`src/hw/stepper_pkg.sv`:
```
`default_nettype none

package stepper_pkg;

  // SPI word and header layout
  localparam int word_w = 64;
  localparam int cmd_w = 8;

  // Width of the duration, increment and increment-of-increment fields
  localparam int field_w = 32;

  // Configuration register widths
  localparam int microsteps_w = 3;
  localparam int current_w = 8;
  localparam int clk_div_w = 8;

  // Saturating dropped-move counter
  localparam int drop_w = 8;

  // Command codes in the top byte of the header word
  localparam logic [cmd_w-1:0] cmd_move = 8'h01;
  localparam logic [cmd_w-1:0] cmd_enable = 8'h0A;
  localparam logic [cmd_w-1:0] cmd_clk_div = 8'h0B;
  localparam logic [cmd_w-1:0] cmd_motor_cfg = 8'h10;
  localparam logic [cmd_w-1:0] cmd_status = 8'h16;
  localparam logic [cmd_w-1:0] cmd_version = 8'hFE;

  // Header plus three data words
  localparam int move_words = 4;

  // API version reported by cmd_version
  localparam logic [7:0] version_major = 8'd0;
  localparam logic [7:0] version_minor = 8'd2;
  localparam logic [7:0] version_patch = 8'd1;

  // Power-up configuration
  localparam logic [microsteps_w-1:0] microsteps_reset = 3'd2;
  localparam logic [current_w-1:0] current_reset = 8'd140;
  localparam logic [clk_div_w-1:0] clk_div_reset = 8'd40;

endpackage

`default_nettype wire

```
`src/hw/spi_word_rx.sv`:
```
`timescale 1ns/10ps
`default_nettype none

module spi_word_rx (
  input  logic CLK,
  input  logic rst,
  input  logic SCK,
  input  logic CS,
  input  logic COPI,
  output logic CIPO,
  input  logic [stepper_pkg::word_w-1:0] tx_word,
  output logic [stepper_pkg::word_w-1:0] rx_word,
  output logic rx_valid
);

  // Room to count one bit past a full word
  localparam int CNT_W = $clog2(stepper_pkg::word_w + 2);

  // Two sync stages plus one history flop for edge detect
  logic [2:0] sck_s;
  logic [2:0] cs_s;
  // COPI only needs to line up with sck_s[1]
  logic [1:0] copi_s;

  logic sck_rise;
  logic sck_fall;
  logic cs_rise;
  logic cs_fall;
  logic cs_active;

  logic [CNT_W-1:0] bit_cnt;
  logic [stepper_pkg::word_w-1:0] rx_shift;
  logic [stepper_pkg::word_w-1:0] tx_shift;

  always_ff @(posedge CLK) begin
    if (rst) begin
      sck_s <= '0;
      // Bus idles with CS high
      cs_s <= '1;
      copi_s <= '0;
    end else begin
      sck_s <= {sck_s[1:0], SCK};
      cs_s <= {cs_s[1:0], CS};
      copi_s <= {copi_s[0], COPI};
    end
  end

  assign sck_rise = sck_s[1] & ~sck_s[2];
  assign sck_fall = ~sck_s[1] & sck_s[2];
  assign cs_rise = cs_s[1] & ~cs_s[2];
  assign cs_fall = ~cs_s[1] & cs_s[2];
  assign cs_active = ~cs_s[1];

  // Bit counter saturates so long frames never look complete
  always_ff @(posedge CLK) begin
    if (rst) begin
      bit_cnt <= '0;
      rx_valid <= 1'b0;
    end else begin
      rx_valid <= cs_rise && (bit_cnt == CNT_W'(stepper_pkg::word_w));
      if (cs_fall) begin
        bit_cnt <= '0;
      end else if (cs_active && sck_rise && (bit_cnt != '1)) begin
        bit_cnt <= bit_cnt + 1'b1;
      end
    end
  end

  // Mode 0 capture with the MSB first
  always_ff @(posedge CLK) begin
    if (cs_active && sck_rise) begin
      rx_shift <= {rx_shift[stepper_pkg::word_w-2:0], copi_s[1]};
    end
  end

  // Stable from CS rise until the next frame clocks in
  assign rx_word = rx_shift;

  // Reply word loaded at frame start and advanced on SCK falling
  always_ff @(posedge CLK) begin
    if (rst) begin
      tx_shift <= '0;
    end else if (cs_fall) begin
      tx_shift <= tx_word;
    end else if (cs_active && sck_fall) begin
      tx_shift <= {tx_shift[stepper_pkg::word_w-2:0], 1'b0};
    end
  end

  assign CIPO = tx_shift[stepper_pkg::word_w-1];

endmodule

`default_nettype wire

```
`src/hw/cmd_decoder.sv`:
```
`timescale 1ns/10ps
`default_nettype none

module cmd_decoder #(
  parameter int QUEUE_DEPTH = 4
) (
  input  logic CLK,
  input  logic rst,
  input  logic [stepper_pkg::word_w-1:0] rx_word,
  input  logic rx_valid,
  input  logic [stepper_pkg::word_w-1:0] encoder_count,
  output logic [stepper_pkg::word_w-1:0] tx_word,
  output logic enable,
  output logic [stepper_pkg::microsteps_w-1:0] microsteps,
  output logic [stepper_pkg::current_w-1:0] current,
  output logic [stepper_pkg::clk_div_w-1:0] clk_div,
  output logic push,
  output logic push_dir,
  output logic [stepper_pkg::field_w-1:0] push_duration,
  output logic [stepper_pkg::field_w-1:0] push_increment,
  output logic [stepper_pkg::field_w-1:0] push_incinc,
  input  logic move_done,
  output logic buffer_ready
);

  // Credit counter holds 0..QUEUE_DEPTH
  localparam int CREDIT_W = $clog2(QUEUE_DEPTH + 1);

  logic [CREDIT_W-1:0] credits;
  logic [stepper_pkg::drop_w-1:0] drop_count;

  // Set after a move header and cleared after its last data word
  logic in_move;
  // Index of the expected data word from 1 to 3
  logic [1:0] word_idx;

  logic [stepper_pkg::cmd_w-1:0] header_cmd;
  logic [stepper_pkg::word_w-1:0] encoder_snap;
  logic [stepper_pkg::word_w-1:0] status_word;
  logic [stepper_pkg::word_w-1:0] version_word;
  logic last_word;
  logic take_credit;

  assign header_cmd = rx_word[stepper_pkg::word_w-1 -: stepper_pkg::cmd_w];
  assign last_word = in_move && (word_idx == 2'(stepper_pkg::move_words - 1));
  assign take_credit = rx_valid && last_word && (credits != '0);
  assign buffer_ready = (credits != '0);

  always_comb begin
    status_word = '0;
    status_word[7:0] = 8'(credits);
    status_word[23:16] = drop_count;
  end

  always_comb begin
    version_word = '0;
    version_word[23:16] = stepper_pkg::version_major;
    version_word[15:8] = stepper_pkg::version_minor;
    version_word[7:0] = stepper_pkg::version_patch;
  end

  // Single-word configuration commands
  always_ff @(posedge CLK) begin
    if (rst) begin
      enable <= 1'b0;
      microsteps <= stepper_pkg::microsteps_reset;
      current <= stepper_pkg::current_reset;
      clk_div <= stepper_pkg::clk_div_reset;
    end else if (rx_valid && !in_move) begin
      case (header_cmd)
        stepper_pkg::cmd_enable: enable <= rx_word[0];
        stepper_pkg::cmd_clk_div: clk_div <= rx_word[7:0];
        stepper_pkg::cmd_motor_cfg: begin
          microsteps <= rx_word[2:0];
          current <= rx_word[15:8];
        end
        default: ;
      endcase
    end
  end

  // Move message sequencing and the push strobe
  always_ff @(posedge CLK) begin
    if (rst) begin
      in_move <= 1'b0;
      word_idx <= '0;
      push <= 1'b0;
    end else begin
      push <= take_credit;
      if (rx_valid) begin
        if (!in_move) begin
          if (header_cmd == stepper_pkg::cmd_move) begin
            in_move <= 1'b1;
            word_idx <= 2'd1;
          end
        end else if (last_word) begin
          in_move <= 1'b0;
          word_idx <= '0;
        end else begin
          word_idx <= word_idx + 1'b1;
        end
      end
    end
  end

  // Move fields collected word by word and held for the queue write
  always_ff @(posedge CLK) begin
    if (rx_valid) begin
      if (!in_move && (header_cmd == stepper_pkg::cmd_move)) begin
        push_dir <= rx_word[0];
        // Encoder position at the moment the move was requested
        encoder_snap <= encoder_count;
      end else if (in_move) begin
        case (word_idx)
          2'd1: push_duration <= rx_word[stepper_pkg::field_w-1:0];
          2'd2: push_increment <= rx_word[stepper_pkg::field_w-1:0];
          default: push_incinc <= rx_word[stepper_pkg::field_w-1:0];
        endcase
      end
    end
  end

  // Credits are spent on push and returned on move_done
  always_ff @(posedge CLK) begin
    if (rst) begin
      credits <= CREDIT_W'(QUEUE_DEPTH);
      drop_count <= '0;
    end else begin
      credits <= credits - CREDIT_W'(take_credit) + CREDIT_W'(move_done);
      // Move completed with no credit left
      if (rx_valid && last_word && (credits == '0) && (drop_count != '1)) begin
        drop_count <= drop_count + 1'b1;
      end
    end
  end

  // Reply for the following frame
  always_ff @(posedge CLK) begin
    if (rst) begin
      tx_word <= '0;
    end else if (rx_valid) begin
      if (in_move) begin
        // Snapshot goes out during the third data word
        tx_word <= (word_idx == 2'd2) ? encoder_snap : '0;
      end else begin
        case (header_cmd)
          stepper_pkg::cmd_version: tx_word <= version_word;
          stepper_pkg::cmd_status: tx_word <= status_word;
          default: tx_word <= '0;
        endcase
      end
    end
  end

endmodule

`default_nettype wire

```
`src/hw/move_queue.sv`:
```
`timescale 1ns/10ps
`default_nettype none

module move_queue #(
  parameter int QUEUE_DEPTH = 4
) (
  input  logic CLK,
  input  logic rst,
  input  logic push,
  input  logic push_dir,
  input  logic [stepper_pkg::field_w-1:0] push_duration,
  input  logic [stepper_pkg::field_w-1:0] push_increment,
  input  logic [stepper_pkg::field_w-1:0] push_incinc,
  input  logic pop,
  output logic head_valid,
  output logic head_dir,
  output logic [stepper_pkg::field_w-1:0] head_duration,
  output logic [stepper_pkg::field_w-1:0] head_increment,
  output logic [stepper_pkg::field_w-1:0] head_incinc
);

  localparam int PTR_W = $clog2(QUEUE_DEPTH);
  localparam int CNT_W = $clog2(QUEUE_DEPTH + 1);

  // Slot storage with one array per field
  logic dir_mem [QUEUE_DEPTH];
  logic [stepper_pkg::field_w-1:0] dur_mem [QUEUE_DEPTH];
  logic [stepper_pkg::field_w-1:0] inc_mem [QUEUE_DEPTH];
  logic [stepper_pkg::field_w-1:0] incinc_mem [QUEUE_DEPTH];

  logic [PTR_W-1:0] wr_ptr;
  logic [PTR_W-1:0] rd_ptr;
  logic [CNT_W-1:0] count;

  // Credits upstream keep push off a full queue
  always_ff @(posedge CLK) begin
    if (push) begin
      dir_mem[wr_ptr] <= push_dir;
      dur_mem[wr_ptr] <= push_duration;
      inc_mem[wr_ptr] <= push_increment;
      incinc_mem[wr_ptr] <= push_incinc;
    end
  end

  // Indexes wrap by compare so depth need not be a power of two
  always_ff @(posedge CLK) begin
    if (rst) begin
      wr_ptr <= '0;
      rd_ptr <= '0;
      count <= '0;
    end else begin
      if (push) begin
        wr_ptr <= (wr_ptr == PTR_W'(QUEUE_DEPTH - 1)) ? '0 : wr_ptr + 1'b1;
      end
      if (pop) begin
        rd_ptr <= (rd_ptr == PTR_W'(QUEUE_DEPTH - 1)) ? '0 : rd_ptr + 1'b1;
      end
      count <= count + CNT_W'(push) - CNT_W'(pop);
    end
  end

  // Head stays put until the step generator pops it
  assign head_valid = (count != '0);
  assign head_dir = dir_mem[rd_ptr];
  assign head_duration = dur_mem[rd_ptr];
  assign head_increment = inc_mem[rd_ptr];
  assign head_incinc = incinc_mem[rd_ptr];

endmodule

`default_nettype wire

```
`src/hw/dda_stepper.sv`:
```
`timescale 1ns/10ps
`default_nettype none

module dda_stepper (
  input  logic CLK,
  input  logic rst,
  input  logic [stepper_pkg::clk_div_w-1:0] clk_div,
  input  logic head_valid,
  input  logic head_dir,
  input  logic [stepper_pkg::field_w-1:0] head_duration,
  input  logic [stepper_pkg::field_w-1:0] head_increment,
  input  logic [stepper_pkg::field_w-1:0] head_incinc,
  output logic pop,
  output logic step,
  output logic dir
);

  localparam int FW = stepper_pkg::field_w;
  localparam int DW = stepper_pkg::clk_div_w;

  logic active;
  logic start;
  logic tick;

  // Tick divider with one spare bit for the compare
  logic [DW-1:0] div_cnt;
  logic [DW:0] div_next;

  // Fractional position and current rate
  logic [FW-1:0] acc;
  logic [FW-1:0] inc;
  logic [FW:0] acc_sum;
  logic [FW-1:0] tick_cnt;
  logic [FW-1:0] tick_next;

  // Hold off while a pop is still in flight to the queue
  assign start = head_valid && !active && !pop;

  // Divisor of 0 behaves as 1
  assign div_next = {1'b0, div_cnt} + 1'b1;
  assign tick = active && (div_next >= {1'b0, clk_div});

  // Carry out of the accumulator is a step
  assign acc_sum = {1'b0, acc} + {1'b0, inc};
  assign tick_next = tick_cnt + 1'b1;

  always_ff @(posedge CLK) begin
    if (rst) begin
      active <= 1'b0;
      pop <= 1'b0;
      step <= 1'b0;
      dir <= 1'b0;
      div_cnt <= '0;
      tick_cnt <= '0;
    end else begin
      pop <= 1'b0;
      step <= 1'b0;
      if (start) begin
        active <= 1'b1;
        dir <= head_dir;
        div_cnt <= '0;
        tick_cnt <= '0;
      end else if (tick) begin
        div_cnt <= '0;
        step <= acc_sum[FW];
        tick_cnt <= tick_next;
        // Last tick of the move frees the slot
        if (tick_next >= head_duration) begin
          active <= 1'b0;
          pop <= 1'b1;
        end
      end else if (active) begin
        div_cnt <= div_next[DW-1:0];
      end
    end
  end

  // Accumulator restarts from zero for each move
  always_ff @(posedge CLK) begin
    if (start) begin
      acc <= '0;
      inc <= head_increment;
    end else if (tick) begin
      acc <= acc_sum[FW-1:0];
      // Rate ramps once per tick
      inc <= inc + head_incinc;
    end
  end

endmodule

`default_nettype wire

```
`src/hw/stepper_spi_top.sv`:
```
`timescale 1ns/10ps
`default_nettype none

module stepper_spi_top #(
  parameter int QUEUE_DEPTH = 4
) (
  input  logic CLK,
  input  logic rst,
  input  logic SCK,
  input  logic CS,
  input  logic COPI,
  output logic CIPO,
  input  logic [stepper_pkg::word_w-1:0] encoder_count,
  output logic step,
  output logic dir,
  output logic enable,
  output logic [stepper_pkg::microsteps_w-1:0] microsteps,
  output logic [stepper_pkg::current_w-1:0] current,
  output logic buffer_ready
);

  // SPI word path
  logic [stepper_pkg::word_w-1:0] rx_word;
  logic [stepper_pkg::word_w-1:0] tx_word;
  logic rx_valid;

  // Divisor from decoder to step generator
  logic [stepper_pkg::clk_div_w-1:0] clk_div;

  // Decoder to queue
  logic push;
  logic push_dir;
  logic [stepper_pkg::field_w-1:0] push_duration;
  logic [stepper_pkg::field_w-1:0] push_increment;
  logic [stepper_pkg::field_w-1:0] push_incinc;

  // Queue head to step generator
  logic head_valid;
  logic head_dir;
  logic [stepper_pkg::field_w-1:0] head_duration;
  logic [stepper_pkg::field_w-1:0] head_increment;
  logic [stepper_pkg::field_w-1:0] head_incinc;

  // Also the credit return
  logic pop;

  spi_word_rx u_rx (
    .CLK(CLK), .rst(rst), .SCK(SCK), .CS(CS), .COPI(COPI), .CIPO(CIPO),
    .tx_word(tx_word), .rx_word(rx_word), .rx_valid(rx_valid)
  );

  cmd_decoder #(.QUEUE_DEPTH(QUEUE_DEPTH)) u_dec (
    .CLK(CLK), .rst(rst), .rx_word(rx_word), .rx_valid(rx_valid),
    .encoder_count(encoder_count), .tx_word(tx_word), .enable(enable),
    .microsteps(microsteps), .current(current), .clk_div(clk_div),
    .push(push), .push_dir(push_dir), .push_duration(push_duration),
    .push_increment(push_increment), .push_incinc(push_incinc),
    .move_done(pop), .buffer_ready(buffer_ready)
  );

  move_queue #(.QUEUE_DEPTH(QUEUE_DEPTH)) u_queue (
    .CLK(CLK), .rst(rst), .push(push), .push_dir(push_dir),
    .push_duration(push_duration), .push_increment(push_increment),
    .push_incinc(push_incinc), .pop(pop), .head_valid(head_valid),
    .head_dir(head_dir), .head_duration(head_duration),
    .head_increment(head_increment), .head_incinc(head_incinc)
  );

  dda_stepper u_dda (
    .CLK(CLK), .rst(rst), .clk_div(clk_div), .head_valid(head_valid),
    .head_dir(head_dir), .head_duration(head_duration),
    .head_increment(head_increment), .head_incinc(head_incinc),
    .pop(pop), .step(step), .dir(dir)
  );

endmodule

`default_nettype wire

```
`config.mk`:
```
export PLATFORM = sky130hd
export DESIGN_NAME = stepper_spi_top
export DESIGN_NICKNAME = d
export VERILOG_FILES = /design/src/hw/stepper_pkg.sv /design/src/hw/spi_word_rx.sv /design/src/hw/cmd_decoder.sv /design/src/hw/move_queue.sv /design/src/hw/dda_stepper.sv /design/src/hw/stepper_spi_top.sv
export SDC_FILE = /design/constraint.sdc
export NUM_CORES = 1
export LEC_CHECK = 0
export CAP_MARGIN = 20
export CORE_MARGIN = 5
export CORE_UTILIZATION = 25
export CTS_CLUSTER_SIZE = 30
export DETAILED_ROUTE_END_ITERATION = 16
export DONT_BUFFER_PORTS = 1
export SYNTH_ARGS = -nofsm -noshare
export SYNTH_HDL_FRONTEND = slang
export SYNTH_HIERARCHICAL = 1
export SYNTH_SLANG_ARGS = --single-unit
```
`constraint.sdc`:
```
create_clock -name CLK -period 3.9 [get_ports CLK]
set_clock_uncertainty 0.05 [all_clocks]
set_input_delay 0.195 -clock CLK [delete_from_list [all_inputs] [get_ports CLK]]
set_output_delay 0.195 -clock CLK [all_outputs]
set_load 0.1 [all_outputs]
```
Word-level counts from Yosys, hierarchy flattened
Memory sizes are Yosys's and may differ from the RTL's. A register that Yosys moved wholly into a read port is not among the register bits.
Cells that the tools add are included.
{ "classes": {"n_addsub": 13, "n_lt_le_gt_ge": 2, "eq_ne": 14, "muxes": 27, "n_bitwise": 11, "n_reduce_logical": 38} }
{ "op_table": {"columns": ["cell", "n"], "rows": [
  ["64-bit two-way mux", 4],
  ["32-bit two-way mux", 2],
  ["24-bit case mux with 2 select lines", 1],
  ["32-bit by 32-bit adder with 33-bit output", 1],
  ["32-bit by 1-bit adder with 32-bit output (second input constant)", 1],
  ["32-bit adder", 1],
  ["32-bit greater-or-equal comparator", 1],
  ["2-bit two-way mux", 11],
  ["8-bit by 4-bit == test with 1-bit output (second input constant)", 2],
  ["8-bit by 5-bit == test with 1-bit output (second input constant)", 2],
  ["1-bit logical AND", 14],
  ["2-bit AND reduction", 6],
  ["4-bit AND reduction", 3],
  ["8-bit by 1-bit adder with 9-bit output (second input constant)", 1],
  ["9-bit by 8-bit greater-or-equal comparator with 1-bit output", 1],
  ["1-bit two-way mux", 9],
  ["8-bit by 1-bit adder with 8-bit output (second input constant)", 1],
  ["2-bit == test (second input constant)", 4],
  ["8-bit by 1-bit == test with 1-bit output (second input constant)", 1],
  ["8-bit == test (second input constant)", 1],
  ["8-bit != test (second input constant)", 1],
  ["2-bit nonzero test", 4],
  ["7-bit by 1-bit adder with 7-bit output (second input constant)", 1],
  ["7-bit == test (second input constant)", 1],
  ["other kinds (12)", 31]
]} }
{ "word_totals": {"register_bits": 518, "ramBits": 388, "inputBits": 69, "out_inout_bits": 16, "elab_cells": 141, "memories": 4} }
{ "mem_list": {"columns": ["name", "words", "width", "rd", "rd_clocked_by_memory_dff", "write_ports", "line", "text"], "rows": [
  ["u_queue.dur_mem", 4, 32, 1, 1, 1, "move_queue.sv:27", "logic [stepper_pkg::field_w-1:0] dur_mem [QUEUE_DEPTH];"],
  ["u_queue.inc_mem", 4, 32, 1, 1, 1, "move_queue.sv:28", "logic [stepper_pkg::field_w-1:0] inc_mem [QUEUE_DEPTH];"],
  ["u_queue.incinc_mem", 4, 32, 1, 1, 1, "move_queue.sv:29", "logic [stepper_pkg::field_w-1:0] incinc_mem [QUEUE_DEPTH];"],
  ["u_queue.dir_mem", 4, 1, 1, 1, 1, "move_queue.sv:26", "logic dir_mem [QUEUE_DEPTH];"]
]} }

Depth between registers and ports, before layout
Gate-level depths: netlist (run 1).
{ "depth": {"depth_word": 6, "ltp_mapped": 16, "mapped_depth_nobuf": 16} }

By module
The synthesis (run 1) kept the hierarchy.
{ "modules_own_cells": {"columns": ["module", "instances", "cells_per_inst", "area_per_inst_um2", "seq_area_each_um2"], "rows": [
  ["move_queue", 1, 548, 14426.3, 11831.3],
  ["dda_stepper", 1, 1061, 8891.0, 2482.4],
  ["cmd_decoder", 1, 545, 8540.7, 6816.5],
  ["spi_word_rx", 1, 414, 5398.9, 3523.4]
]} }

Worst setup path before layout (run 1)
OpenSTA, ideal clock, no wires.
{ "synth_timing": {"kind": "reg2reg", "start": "reg u_rx.rx_shift (netlist bit u_rx/rx_word[57])", "end": "reg u_dec/encoder_snap[0] (netlist bit) (enable)", "setup_ns": 0.489, "arrival_time_ns": 3.583, "required_time_ns": 3.361, "slack_ns": -0.222, "stages_incl_launch_ff": 4, "n_path_buf": 0, "period_less_slack_ns": 4.122, "path_cell_list": "edfxtp_1 > nor3_1 > nand4_1 > nor2_1"} }
{ "synth_via": {"elab_chain_len": 3} }
{ "synth_rtl": {"columns": ["element", "line", "text"], "rows": [
  ["from (decl)", "spi_word_rx.sv:32", "logic [stepper_pkg::word_w-1:0] rx_shift;"],
  ["from (signal assigned)", "spi_word_rx.sv:72", "rx_shift <= {rx_shift[stepper_pkg::word_w-2:0], copi_s[1]};"],
  ["8-bit by 1-bit == test with 1-bit output", "cmd_decoder.sv:109", "if (!in_move && (header_cmd == stepper_pkg::cmd_move)) begin"],
  ["1-bit logical AND", "cmd_decoder.sv:109", null],
  ["2-bit AND reduction (no line)", null, null],
  ["to (signal assigned)", "cmd_decoder.sv:112", "encoder_snap <= encoder_count;"],
  ["to (decl)", "cmd_decoder.sv:38", "logic [stepper_pkg::word_w-1:0] encoder_snap;"]
]} }
Every way passes these cells.
A chain may end at the register's enable or synchronous reset.

==> results of run 1 <==
==> area by class of cell <==
type / instances / area [um2] / area share [%]
well taps: 1930 / 2415 / 5.586
repair buffers: 105 / 1141 / 2.640
flip-flops and latches: 909 / 24660 / 57.05
diodes: 3 / 7.507 / 0.01737
clock inverters: 42 / 426.7 / 0.9869
clock buffers: 129 / 2502 / 5.789
multi-input cells: 1466 / 11780 / 27.25
inverters: 79 / 296.5 / 0.6859
==> final timing paths <==
check                           slack, ns                 to      startpoint
worst max register to register       0.25      u_dda/inc[31]            flop
worst min register to register       0.35    u_rx/rx_word[0]  u_rx/copi_s[1]
worst max-delay path                 0.25      u_dda/inc[31]            flop
worst min-delay path                 0.02  u_dec/tx_word[27]             rst
==> power breakdown <==
part / switching [W] / internal, W
Clock: 0.00365 / 0.00496
Sequential: 0.0000347 / 0.0103
Combinational: 0.000158 / 0.000136
==> kinds of logic (layout without fill, tap and decap cells) <==
kind of cell / count (synthesis) / in the layout / share of synthesized area, %
adder cells (fa/ha/maj): 124 / 124 / 4.245
buffers and inverters: 193 / 355 / 2.358
AND/OR/NAND/NOR: 569 / 569 / 7.355
other: 0 / 3 / 0
flip-flops: 909 / 909 / 66.17
XOR/XNOR: 102 / 102 / 2.435
AO/OA/AOI/OAI: 489 / 489 / 9.289
multiplexers: 182 / 182 / 8.147
==> stage by stage <==
step	utilization, %	setup slack (ns)
after CTS	29.17	0.09797
after detailed placement	26.71	0.1085
final	29.21	0.2473
after global placement	26.71	0.1279
after global routing	29.21	0.02361
after floorplan	-	0.3356
==> synthesized netlist by cell type (all sizes together) (5+ instances only) <==
cell type,n,area share [%]
a21oi,94,1.3
nand4,25,0.44
a31oi,6,0.10
o31ai,19,0.42
and2,17,0.29
a22oi,54,1.1
o21bai,8,0.16
nor2b,22,0.37
and3,30,0.52
xor2,55,1.3
a222oi,10,0.27
nand2b,20,0.34
nand3b,5,0.10
nor2,232,2.3
ha,120,4.0
xnor2,46,1.1
nand3,59,0.81
nand2,102,1.0
o31a,6,0.16
nor3,16,0.23
mux4,97,5.9
and4,5,0.12
a21o,46,0.93
buf,47,0.88
a22o,12,0.28
clkbuf,67,0.68
a211oi,74,1.6
o21a,12,0.24
o21ai,101,1.4
a211o,10,0.24
or2,10,0.17
inv,79,0.80
mux2i,85,2.3
dfxtp,264,14
o211ai,9,0.21
edfxtp,645,52
or3,13,0.25
==> sequential cells by signal, indices dropped and copies added (netlist names), 7 cells and up, named ones only <==
register	cells
u_dda/acc	32
u_dec/current	8
u_dec/encoder_snap	64
u_queue/incinc_mem	128
u_queue/inc_mem	128
u_dec/push_increment	32
u_dda/div_cnt	8
u_rx/tx_shift	64
u_dec/push_duration	32
u_dec/tx_word	64
u_rx/rx_word	64
u_dda/tick_cnt	32
u_queue/dur_mem	128
u_dda/inc	32
u_dec/drop_count	8
u_dec/clk_div	8
u_rx/bit_cnt	7
u_dec/push_incinc	32
==> layer usage <==
metal | global-route usage (%) | share of wire [%] | wire length [um] | vias up
met5 | 0 | 0 | 0 | -
met4 | 2.322 | 1.9 | 1495 | 0
met3 | 2.255 | 5.8 | 4566 | 98
met2 | 15.55 | 46 | 35800 | 409
met1 | 13.37 | 47 | 36450 | 10380
li1 | - | - | - | 9979
==> repair_timing <==
item | 4_1_cts | 5_1_grt
hold buffers | 69 | 0
hold endpoints to repair | 273 | 0
gates resized for setup | 0 | 3
setup endpoints to repair | 0 | 7
setup buffers | 0 | 2
==> worst max-delay path: stages, from the launching register on <==
cell and delay (ns):
dfxtp_4 0.42, buf_12 0.14, buf_4 0.18, mux4_2 0.55, ha_1 0.34, o21ai_0 0.13
a211oi_2 0.30, o211ai_1 0.22, a21oi_2 0.32, o31ai_2 0.15, o41ai_2 0.33, xnor2_1 0.16
a21oi_1 0.08
==> PnR_summary.wiki, run 1 <==
{| class="wikitable"
! Metric !! Value
|-
| CTS HTree Levels || 3
|-
| PD cells || 444.3 nW/um2
|-
| Tot GR Track Use || 9.709%
|-
| Die width || 396.0 um
|-
| Sequential element share of the synthesized area || 66.17%
|-
| Drt initial violations || 1502
|-
| Number of synthesized flops with an enable pin || 645
|-
| Standard cell core area || 148000 um2
|-
| Count of nets left with antenna violations after detail routing || 0
|-
| Clock edge transition at the registers on the reported setup and hold paths || 0.06 ns
|-
| Max FO, Critical Path || 6
|-
| Post-synth net total || 2761
|-
| Worst VDD drop || 406.9 uV
|-
| Most frequent cells in the layout || 645 x edfxtp_1, 262 x dfxtp_1, 231 x nor2_1
|-
| Cells on Worst Hold Path || 2
|-
| Number of CTS-inserted buffers || 91
|-
| Highest clock rate || 0.2738 GHz
|-
| Starting density of the core || 25.17%
|-
| Final worst path period need || 3.653 ns
|-
| Ratio of final minimum period to clock period || 93.66%
|-
| Worst-Skew Late Latency || 0.65 ns
|-
| Most used flip-flop cell after synthesis || edfxtp_1
|-
| Number of synthesized register bits || 909
|-
| Vias in the first global route || 20890
|-
| Ports || 85
|-
| Worst slew pin tran || 1.163 ns
|-
| Post-route setup TNS || 0 ns
|-
| Port bufs || 0
|-
| Number of placed instances with taps included || 4418
|-
| Number of cells in the finished layout apart from fillers || 4663
|-
| Number of max-cap violations || 0
|-
| Vertical die dimension || 396.0 um
|-
| CTS tree || yes
|-
| Synth Instances || 2568
|-
| Worst hold-check path type || input pin to flop
|-
| Detailed-route via count || 20860
|-
| Post-detailed-route via-to-cell ratio || 4.474
|-
| Critical path endpoint category || flop
|-
| Number of placement rows || 141
|-
| Overall Power || 0.01921 W
|-
| Count of endpoints failing setup in the final report || 0
|-
| Post-route DRC || 0
|-
| Crit Path Class || flop to flop
|-
| Number of search-and-repair iterations in the first detailed-routing pass || 6
|-
| NumNets Final || 2845
|-
| Netlist area before placement || 37260 um2
|-
| Critical Path AT || 3.96 ns
|-
| Fill cell instance count of the final layout || 14590
|-
| Max Slew Vio Count || 0
|-
| Detail-routed net length per standard cell || 16.79 um
|-
| Run status || finished, final reports clean
|-
| Leftover overflow at the end of global routing || 0
|-
| Final routed wirelength across all metal layers || 78310 um
|-
| Total number of clock tree sinks || 909
|-
| Static Leak || 14.42 nW
|-
| Max transition margin || 22.38%
|-
| RSZ-0062 raised after global routing || false
|-
| Total of warnings raised by yosys || 6
|-
| Area Overhead vs Synth || 16.03%
|-
| Most common cell after layout, fill and taps aside || edfxtp_1
|-
| Cell count of the worst reg-to-reg path || 12
|-
| Share of cells above drive strength 1 || 12.05%
|-
| DPL Wire Length || 48690 um
|-
| Root Buffer || clkbuf_16
|-
| Category of the worst setup path launch point || flop
|-
| Required time of the critical path || 4.21 ns
|-
| Die area || 156800 um2
|-
| Final hold violation count || 0
|-
| Buffer depth of the longest clock path || 3
|-
| Standard cell area after detailed placement || 39540 um2
|-
| Pin count of the biggest net entering global routing || 187
|-
| Initial antenna violation count || 4
|-
| Routability Congestion || 0.7460
|-
| Wire length of the first global-routing pass || 121500 um
|-
| Syn avg cell area || 14.51 um2
|-
| Post-route cell area || 43230 um2
|-
| Worst Hold Slack || 0.01593 ns
|-
| Proportion of register bits with asynchronous set or reset after synthesis || 0%
|-
| Distinct cells, synth || 91
|}
No activity file was read; power rests on OpenSTA's default activity.
==> inputs of run 2 (changes only) <==
Settings changed: PLACE_DENSITY set to 0.43.
Clock period 3.9 ns to 3.1 ns, I/O delays scaled along.
==> run 2 against run 1 <==
  * The flow now finishes with violations (setup timing)
  * Global-route usage increased by 1.7 points
  * Worst setup slack got worse by 0.65 ns
  * Via count increased by 6.4%
  * Critical path depth increased by 2
  * Register-to-register slack got worse by 0.65 ns
  * Die area unchanged
  * Sequential power increased by 26%
  * Combinational power increased by 47%
  * Non-clock buffer count increased by 276
  * Design area increased by 8.6%
  * Power increased by 29%
  * Sequential share of layout area decreased by 4.5 points
  * Largest power group unchanged
==> PnR_summary.wiki, run 2 (synthesized netlist as in run 1, its figures left out) <==
{| class="wikitable"
! Metric !! Value
|-
| Post-route setup TNS || -8.007 ns (-8.007 ns)
|-
| Most common cell after layout, fill and taps aside || edfxtp_1
|-
| Detailed-route via count || 22200 (+6.4%)
|-
| Starting density of the core || 25.17% (unchanged)
|-
| Worst Hold Slack || 0.05735 ns (+0.04142 ns)
|-
| Area Overhead vs Synth || 26.01%
|-
| Setup slack after placement || -0.5792 ns (-0.6877 ns)
|-
| Post-route DRC || 0 (unchanged)
|-
| Final hold violation count || 0 (unchanged)
|-
| Number of cells in the finished layout apart from fillers || 4956 (+6.3%)
|-
| Die width || 396.0 um (unchanged)
|-
| Share of cells above drive strength 1 || 23.87% (+12 points)
|-
| Category of the worst setup path launch point || flop
|-
| Leftover overflow at the end of global routing || 0 (unchanged)
|-
| Clock edge transition at the registers on the reported setup and hold paths || 0.07 ns (about the same)
|-
| RSZ-0062 raised after global routing || true
|-
| Number of placed instances with taps included || 4618 (+4.5%)
|-
| Drt initial violations || 1190 (-21%)
|-
| Max transition margin || 33.01% (+11 points)
|-
| Vertical die dimension || 396.0 um (unchanged)
|-
| Standard cell core area || 148000 um2 (unchanged)
|-
| Max Slew Vio Count || 0 (unchanged)
|-
| Highest clock rate || 0.2856 GHz (+4.3%)
|-
| Worst slew pin tran || 1.003 ns (-0.1593 ns)
|-
| Count of nets left with antenna violations after detail routing || 0 (unchanged)
|-
| DPL Wire Length || 59260 um (+22%)
|-
| CTS HTree Levels || 3 (unchanged)
|-
| Ports || 85 (unchanged)
|-
| Routability Congestion || 0.7711 (+3.4%)
|-
| Required time of the critical path || 3.47 ns (-0.74 ns)
|-
| Worst hold-check path type || input pin to flop
|-
| Final WS setup || -0.4016 ns (-0.6489 ns)
|-
| Buffer depth of the longest clock path || 3 (unchanged)
|-
| Number of max-cap violations || 0 (unchanged)
|-
| Vias in the first global route || 23130 (+11%)
|-
| Run status || complete, but fails checks
|-
| Ratio of final minimum period to clock period || 113.0% (+19 points)
|-
| Count of endpoints failing setup in the final report || 92 (+92)
|-
| Port bufs || 0 (unchanged)
|-
| Static Leak || 16.23 nW (+13%)
|-
| Die area || 156800 um2 (unchanged)
|-
| Worst VDD drop || 477.1 uV (+17%)
|-
| Post-detailed-route via-to-cell ratio || 4.478 (about the same)
|-
| Critical Path AT || 3.87 ns (-0.09 ns)
|-
| Worst-Skew Late Latency || 0.66 ns (about the same)
|-
| Detail-routed net length per standard cell || 18.86 um (+12%)
|-
| Max FO, Critical Path || 7 (+1)
|-
| Fill cell instance count of the final layout || 14410 (-1.2%)
|-
| Wire length of the first global-routing pass || 139500 um (+15%)
|-
| Most frequent cells in the layout || 645 x edfxtp_1, 260 x dfxtp_1, 227 x buf_4
|-
| Number of CTS-inserted buffers || 99 (+8.8%)
|-
| Tot GR Track Use || 11.41% (+1.7 points)
|-
| Number of placement rows || 141 (unchanged)
|-
| NumNets Final || 3130 (+10%)
|-
| Final routed wirelength across all metal layers || 93450 um (+19%)
|-
| Root Buffer || clkbuf_16
|-
| CTS tree || yes
|-
| PD cells || 525.8 nW/um2 (+18%)
|-
| Number of search-and-repair iterations in the first detailed-routing pass || 5 (-1)
|-
| Final worst path period need || 3.502 ns (-0.1511 ns)
|-
| Failing checks || setup timing
|-
| Critical path endpoint category || flop
|-
| Crit Path Class || flop to flop
|-
| Total number of clock tree sinks || 909 (unchanged)
|-
| Overall Power || 0.02469 W (+29%)
|-
| Largest registers || u_queue/dur_mem (128), u_queue/inc_mem (128), u_queue/incinc_mem (128)
|-
| Initial antenna violation count || 5 (+1)
|-
| Pin count of the biggest net entering global routing || 170 (-9.1%)
|}
==> run 2: changes by cell type in the layout (fill, tap and decap cells not counted), moves of 19 or more <==
| cell | previous run | this run |
|---|---|---|
| ha_1 | 120 | 101 |
| o21ai_0 | 83 | 25 |
| dlygate4sd3_1 | 68 | 87 |
| o21ai_1 | 14 | 44 |
| o21ai_2 | 3 | 30 |
| buf_4 | 23 | 227 |
==> run 2: path summary, 6_finish.rpt <==
kind                                     start                 to  slack, ns  cells past startpoint
worst min register to register  u_rx/copi_s[1]    u_rx/rx_word[0]       0.35                      0
worst max register to register            flop      u_dda/inc[31]      -0.40                     14
worst max-delay path                      flop      u_dda/inc[31]      -0.40                     14
worst min-delay path                       rst  u_dec/tx_word[35]       0.06                      2
==> run 2: report_power, final <==
group          total (W)  switching (W)  internal [W]
clock             0.0113        0.00480       0.00649
combinational   0.000431       0.000224      0.000207
sequential        0.0130      0.0000409        0.0129
total             0.0247        0.00507        0.0196
==> run 2: per-stage QoR <==
| step | instance area [um2] | util, % |
|---|---|---|
| detailed placement | 41240 | 27.86 |
| global placement | 41240 | 27.86 |
| floorplan | 37340 | - |
| global route | 46950 | 31.72 |
| CTS | 46000 | 31.07 |
| finish | 46950 | 31.72 |
==> run 2: area by class of cell <==
type	instances	area (um2)	area share [%]
Multi-Input combinational cell	1467	12670	26.98
Antenna cell	6	15.01	0.03198
Inverter	79	296.5	0.6316
Tap cell	1930	2415	5.144
Clock inverter	52	469.2	0.9994
Sequential cell	909	24660	52.53
Clock buffer	132	2633	5.607
Timing Repair Buffer	381	3790	8.073
==> run 2: layer usage <==
layer | track usage, % | routed length [um]
met1 | 14.99 | 42650
met2 | 19.34 | 44950
met3 | 2.530 | 4188
met4 | 2.425 | 1660
met5 | 0 | 0
==> run 2: worst max-delay path, cell delays in order (launching register included) <==
cell      delay [ns]
dfxtp_4         0.43
buf_4           0.14
buf_6           0.10
mux4_2          0.52
ha_4            0.31
and3_4          0.21
nand2_4         0.05
a211oi_4        0.21
o211ai_1        0.12
buf_4           0.17
a21oi_4         0.24
o31ai_4         0.11
o41ai_2         0.32
xnor2_1         0.17
a21oi_1         0.08
==> run 2: what timing repair did <==
item / in CTS / in global routing
hold buffers: 88 / 0
setup buffers: 26 / 29
endpoints found under the setup margin: 75 / 93
resized for setup: 130 / 136
hold endpoints to repair: 296 / 0
pin swaps: 91 / 97
gates cloned: 1 / 10
